--- config.mk ---
export PLATFORM = sky130hd
export DESIGN_NAME = pcUnit
export DESIGN_NICKNAME = d
export VERILOG_FILES = /design/src/pcPkg.sv /design/src/pcCtrlIf.sv /design/src/fetchSequencer.sv /design/src/instrRegister.sv /design/src/pcUnit.sv /design/src/programCounter.sv
export SDC_FILE = /design/constraint.sdc
export NUM_CORES = 1
export LEC_CHECK = 0
export ABC_AREA = 1
export BUFFER_PORTS_ARGS = -buffer_cell sky130_fd_sc_hd__buf_2
export CAP_MARGIN = 5
export CORE_MARGIN = 1
export CORE_UTILIZATION = 42
export DETAILED_ROUTE_END_ITERATION = 16
export SYNTH_ARGS = -nofsm -noshare
export SYNTH_HDL_FRONTEND = slang
export SYNTH_SLANG_ARGS = --single-unit
--- constraint.sdc ---
create_clock -name CP -period 1.75 [get_ports CP]
set_input_delay 0.175 -clock CP [delete_from_list [all_inputs] [get_ports CP]]
set_output_delay 0.175 -clock CP [all_outputs]
set_load 0.01 [all_outputs]
--- src/pcPkg.sv ---
// --------------------------------------
// PC subsystem shared types and opcodes.
// --------------------------------------

package pcPkg;

  // ---------------------------------------
  // Widths
  // ---------------------------------------

  localparam int BYTE_W = 8;
  localparam int ADDR_W = 16;

  // One memory byte, opcode, operand or PC half.
  typedef logic [BYTE_W-1:0] byteT;

  // Full program address.
  typedef logic [ADDR_W-1:0] addrT;

  // ---------------------------------------
  // Opcodes
  // ---------------------------------------

  // Advance only.
  localparam byteT OP_NOP = 8'h00;

  // Operand into PCHITMP.
  localparam byteT OP_SETHI = 8'h01;

  // PCHI from PCHITMP, PCLO from operand.
  localparam byteT OP_JMPFAR = 8'h02;

  // PCLO from operand, PCHI kept.
  localparam byteT OP_JMPNEAR = 8'h03;

  // Stop fetching until reset.
  localparam byteT OP_HALT = 8'hFF;

  // ---------------------------------------
  // Sequencer
  // ---------------------------------------

  typedef enum logic [1:0] {
    FETCH_OP,
    FETCH_ARG,
    EXECUTE,
    HALTED
  } fetchStateT;

endpackage

--- src/pcCtrlIf.sv ---
// --------------------------------------
// Control link between fetch, decode
// and the program counter.
// --------------------------------------

interface pcCtrlIf;

  // Byte acknowledged, bump the PC.
  logic advance;

  // Execute strobes from the decoder.
  logic loadHiTmp;
  logic loadLo;
  logic loadHi;

  pcPkg::byteT operand;
  pcPkg::addrT pc;

  modport counter (
    input  advance,
    input  loadHiTmp,
    input  loadLo,
    input  loadHi,
    input  operand,
    output pc
  );

  modport sequencer (output advance, input pc);

  modport decoder (output loadHiTmp, loadLo, loadHi, operand);

endinterface

--- src/fetchSequencer.sv ---
// --------------------------------------
// Fetch sequencer: Wishbone reads of the
// opcode and operand, execute and halt.
// --------------------------------------

module fetchSequencer (
  input  logic         CP,
  input  logic         reset,
  output logic         wbCyc,
  output logic         wbStb,
  output pcPkg::addrT  wbAdr,
  input  logic         wbAck,
  output logic         captureOp,
  output logic         captureArg,
  output logic         execute,
  input  logic         isHalt,
  output logic         halted,
  pcCtrlIf.sequencer   ctrl
);

  pcPkg::fetchStateT state;
  pcPkg::fetchStateT nextState;
  logic request;
  logic nextRequest;
  logic byteDone;

  // Ack only counts while a request is out.
  assign byteDone = request && wbAck;

  assign wbCyc = request;
  assign wbStb = request;
  assign wbAdr = ctrl.pc;

  assign ctrl.advance = byteDone;
  assign captureOp    = byteDone && (state == pcPkg::FETCH_OP);
  assign captureArg   = byteDone && (state == pcPkg::FETCH_ARG);
  assign execute      = (state == pcPkg::EXECUTE);
  assign halted       = (state == pcPkg::HALTED);

  // ---------------------------------------
  // Next state
  // ---------------------------------------

  // Request drops on ack, giving one idle cycle before the operand read.
  always_comb begin
    nextState   = state;
    nextRequest = request;
    case (state)
      pcPkg::FETCH_OP: begin
        if (byteDone) begin
          nextRequest = 1'b0;
          nextState   = pcPkg::FETCH_ARG;
        end else begin
          nextRequest = 1'b1;
        end
      end
      pcPkg::FETCH_ARG: begin
        if (byteDone) begin
          nextRequest = 1'b0;
          nextState   = pcPkg::EXECUTE;
        end else begin
          nextRequest = 1'b1;
        end
      end
      pcPkg::EXECUTE: begin
        if (isHalt) begin
          nextState = pcPkg::HALTED;
        end else begin
          // Next opcode request goes out right after execute.
          nextRequest = 1'b1;
          nextState   = pcPkg::FETCH_OP;
        end
      end
      default: begin
        nextRequest = 1'b0;
      end
    endcase
  end

  always_ff @(posedge CP) begin
    if (reset) begin
      state   <= pcPkg::FETCH_OP;
      request <= 1'b0;
    end else begin
      state   <= nextState;
      request <= nextRequest;
    end
  end

endmodule

--- src/instrRegister.sv ---
// --------------------------------------
// Instruction register and decoder that
// turns execute into PC load strobes.
// --------------------------------------

module instrRegister (
  input  logic         CP,
  input  logic         reset,
  input  logic         captureOp,
  input  logic         captureArg,
  input  logic         execute,
  input  pcPkg::byteT  wbDatIn,
  output logic         isHalt,
  pcCtrlIf.decoder     ctrl
);

  pcPkg::byteT opcode;
  pcPkg::byteT operand;
  logic isSetHi;
  logic isJmpFar;
  logic isJmpNear;

  // Opcode defaults to NOP so a stray execute does nothing.
  always_ff @(posedge CP) begin
    if (reset) begin
      opcode <= pcPkg::OP_NOP;
    end else if (captureOp) begin
      opcode <= wbDatIn;
    end
  end

  always_ff @(posedge CP) begin
    if (captureArg) begin
      operand <= wbDatIn;
    end
  end

  // ---------------------------------------
  // Decode
  // ---------------------------------------

  // Unknown opcodes fall through as NOP.
  assign isSetHi   = (opcode == pcPkg::OP_SETHI);
  assign isJmpFar  = (opcode == pcPkg::OP_JMPFAR);
  assign isJmpNear = (opcode == pcPkg::OP_JMPNEAR);
  assign isHalt    = (opcode == pcPkg::OP_HALT);

  // Strobes live only for the single execute cycle.
  assign ctrl.loadHiTmp = execute && isSetHi;
  assign ctrl.loadLo    = execute && (isJmpFar || isJmpNear);
  assign ctrl.loadHi    = execute && isJmpFar;

  assign ctrl.operand = operand;

endmodule

--- src/pcUnit.sv ---
// --------------------------------------
// PC unit top: counter, instruction
// register and Wishbone fetch sequencer.
// --------------------------------------

module pcUnit (
  input  logic         CP,
  input  logic         reset,
  output logic         wbCyc,
  output logic         wbStb,
  output pcPkg::addrT  wbAdr,
  input  pcPkg::byteT  wbDatIn,
  input  logic         wbAck,
  output pcPkg::byteT  pcHi,
  output pcPkg::byteT  pcLo,
  output logic         halted
);

  logic captureOp;
  logic captureArg;
  logic execute;
  logic isHalt;

  pcCtrlIf ctrl ();

  programCounter programCounter_i (
    .CP    (CP),
    .reset (reset),
    .ctrl  (ctrl.counter)
  );

  instrRegister instrRegister_i (
    .CP         (CP),
    .reset      (reset),
    .captureOp  (captureOp),
    .captureArg (captureArg),
    .execute    (execute),
    .wbDatIn    (wbDatIn),
    .isHalt     (isHalt),
    .ctrl       (ctrl.decoder)
  );

  fetchSequencer fetchSequencer_i (
    .CP         (CP),
    .reset      (reset),
    .wbCyc      (wbCyc),
    .wbStb      (wbStb),
    .wbAdr      (wbAdr),
    .wbAck      (wbAck),
    .captureOp  (captureOp),
    .captureArg (captureArg),
    .execute    (execute),
    .isHalt     (isHalt),
    .halted     (halted),
    .ctrl       (ctrl.sequencer)
  );

  assign pcHi = ctrl.pc[15:8];
  assign pcLo = ctrl.pc[7:0];

endmodule

--- src/programCounter.sv ---
// --------------------------------------
// Program counter: PCHI, PCLO, PCHITMP
// with increment, wrap and jump loads.
// --------------------------------------

module programCounter (
  input  logic      CP,
  input  logic      reset,
  pcCtrlIf.counter  ctrl
);

  pcPkg::byteT pcHi;
  pcPkg::byteT pcLo;
  pcPkg::byteT pcHiTmp;
  pcPkg::addrT pcNext;

  // Carry from PCLO ripples into PCHI, 0xFFFF wraps to 0x0000.
  assign pcNext = {pcHi, pcLo} + 16'd1;

  assign ctrl.pc = {pcHi, pcLo};

  // ---------------------------------------
  // Holding register for far jumps
  // ---------------------------------------

  always_ff @(posedge CP) begin
    if (reset) begin
      pcHiTmp <= '0;
    end else if (ctrl.loadHiTmp) begin
      pcHiTmp <= ctrl.operand;
    end
  end

  // ---------------------------------------
  // Counter halves
  // ---------------------------------------

  // A load wins over advance.
  always_ff @(posedge CP) begin
    if (reset) begin
      pcHi <= '0;
      pcLo <= '0;
    end else if (ctrl.loadLo || ctrl.loadHi) begin
      if (ctrl.loadLo) begin
        pcLo <= ctrl.operand;
      end
      if (ctrl.loadHi) begin
        pcHi <= pcHiTmp;
      end
    end else if (ctrl.advance) begin
      pcHi <= pcNext[15:8];
      pcLo <= pcNext[7:0];
    end
  end

endmodule
==> results_dict.tcl <==
set metrics [dict create \
    status "finished, final reports clean" \
    worstMarginPinSlew_ns 0.633 \
    rsz0062_at_grt "no" \
    grt_usage 0.188 \
    powerDensity_nw_per_um2 811 \
    post-route-period-util 0.885 \
    ctsHoldBuffers 0 \
    startpoint_type "register" \
    drt_wl_total_um 5290 \
    die_area_um2 5790 \
    fp.dieH_um 76.1 \
    drive_above_1_share 0.202 \
    grt_max_degree 25 \
    max_freq_mhz 646 \
    pre_cts_ws_ns 0.0965 \
    antenna_found_initial 0 \
    m1WireLength_um 2460 \
    tritoncts "done" \
    synth_cells 319 \
    drv_slew 0 \
    grt_pass1_vias 1894 \
    worst_slack_ns 0.202 \
    finalHoldViolations 0 \
    area_growth_pct 13.6 \
    overflow 0 \
    portBuffers 45 \
    cts_root_buf "clkbuf_8" \
    drtIter0Drc 100 \
    nets 367 \
    fillers 541 \
    cts_setup_buffers 0 \
    grt_pass1_wl_um 8670 \
    ys_types 26 \
    clockBufferDepth 2 \
    clk_latency_ns 0.30 \
    fin_tns_setup_ns 0 \
    path_class "reg -> reg" \
    antenna_cells 0 \
    avgSynthCellArea_um2 7.23 \
    placed_area_um2 2470 \
    leakage_nw 1.15 \
    yosysSeqAreaShare 0.408 \
    place.gp.congestion 0.826 \
    cts.clk_slew.worst_paths_ns 0.09 \
    dr.pass1.iters 4 \
    place_hpwl_um 4020 \
    synth_area_leaders "dfxtp_1 (30%), nand2_1 (12%), edfxtp_1 (10%)" \
    syn_area_um2 2310 \
    rows 26 \
    initial_utilization 0.443 \
    wl_per_cell_um 12.5 \
    routed.top_layer "met4" \
    fin_crit_ns 1.55 \
    arrival_ns 1.79 \
    die_x_um 76.1 \
    critPathRequiredTime_ns 1.99 \
    numCtsBuffers 5 \
    drc 0 \
    whs_ns 0.0667 \
    vias 2100 \
    cts.sinks 43 \
    top_level_ports 46 \
    yosysWarnings 0 \
    drtAntennaViolNets 0 \
    dp_cells 414 \
    core_area_um2 5200 \
    setup_viol 0 \
    syn_nets 335 \
    final_util 0.503 \
    final_cells 422 \
    cp-end-kind "register" \
    synth_top_cell_area_share 0.304 \
    finClkSkew_ns 0.00827 \
    via_per_inst 4.98 \
    cap_viol_max_count 0 \
    synth_area_leader_cell "dfxtp_1" \
    htreeDepth 2 \
    fin_area_um2 2620 \
    hold_class "in -> reg" \
    route.met2.wl_um 2420 \
    route.met3.wl_um 305 \
    path_max_fanout 10 \
    slew_headroom 0.578 \
    vdd_drop_max_mv 0.516 \
    power.total_mw 2.12 \
    ys_ff_latch 43 \
]
## path summary, 6_finish.rpt
path,slack (ns),end,startpoint,cells past startpoint
worst max-delay path,0.20,programCounter_i.pcHi[2],fetchSequencer_i.state[0],9
worst min-delay path,0.07,instrRegister_i.ctrl.operand[2],wbDatIn[2],1
worst max register to register,0.20,programCounter_i.pcHi[2],fetchSequencer_i.state[0],9
worst min register to register,0.45,programCounter_i.pcHiTmp[7],programCounter_i.pcHiTmp[7],2
## flip-flops by register name (all words and copies together), names as in the netlist
register and flops:
fetchSequencer_i.state 2, fetchSequencer_i.wbCyc 1, instrRegister_i.ctrl.operand 8, instrRegister_i.opcode 8, programCounter_i.pcHi 8, programCounter_i.pcHiTmp 8
programCounter_i.pcLo 8
## cell usage after synthesis
cell / n
xor2_1: 3
inv_1: 32
o21ai_0: 26
o21ai_1: 4
buf_2: 2
a31oi_1: 4
ha_1: 5
nand3_1: 25
nand2_1: 72
nand3b_1: 2
clkbuf_1: 2
nand2_2: 1
o21bai_1: 1
nor2_1: 31
and3_1: 1
xnor2_1: 2
buf_4: 18
nand3_2: 3
nor2_2: 2
edfxtp_1: 8
inv_2: 4
nand4_1: 6
nor2_4: 1
dfxtp_1: 35
buf_6: 2
a21oi_1: 27
## layout make-up
type                            instances  area (µm²)  share of cell area
Clock inverter                          2        60.1              0.0229
Tap cell                               70        87.6              0.0334
Sequential cell                        43         941               0.359
Multi-Input combinational cell        216        1070               0.408
Inverter                               36         135              0.0516
Timing Repair Buffer                   49         255              0.0975
Clock buffer                            6        72.6              0.0277
## what timing repair did
action,in CTS,in global routing
endpoints found under the hold margin,0,0
setup endpoints to repair,0,15
gates resized for setup,0,5
## worst max-delay path: stages (launching register included)
cell	delay [ns]
dfxtp_1	0.40
inv_1	0.10
ha_2	0.24
nand2_1	0.12
nor2_4	0.08
nor2_2	0.25
nand2_1	0.09
nand2_1	0.08
nand2_1	0.04
nor2_1	0.11
## where the power goes
group	total (mW)	leakage (nW)	internal [mW]	switching, mW
Clock	0.917	0.0654	0.570	0.346
Combinational	0.156	0.727	0.0535	0.102
Sequential	1.05	0.356	1.03	0.0212
Total	2.12	1.15	1.65	0.470
## cell families (layout without fill, tap and decap cells)
family,count (synthesis),in the layout,synth area share
AND/OR/NAND/NOR,144,144,0.273
AO/OA/AOI/OAI,62,62,0.138
buffers and inverters,60,93,0.135
flip-flops,43,43,0.408
adder cells (fa/ha/maj),5,5,0.0271
XOR/XNOR,5,5,0.0190
## cell usage in the layout, fill, tap and decap left out
master     count
bufinv_16      2
dfxtp_1       35
ha_1           4
xor2_1         3
nand2_4        1
nor2_1        30
a21oi_1       27
ha_2           1
nand3b_1       2
a31oi_1        4
o21ai_0       26
clkbuf_8       5
nor2_2         3
nand4_1        6
edfxtp_1       8
nand3_1       25
inv_2          5
nand2_2        1
o21bai_1       1
clkbuf_1       1
and3_1         1
buf_4          4
nand3_2        3
nand2_1       71
xnor2_1        2
o21ai_1        4
buf_2         45
nor2_4         1
inv_1         31
## layer usage
layer,vias up,GRT usage
met5,-,0
met4,0,0.0692
met3,10,0.0491
met2,63,0.323
met1,942,0.226
li1,1085,-
No activity file was read; power rests on OpenSTA's default activity.
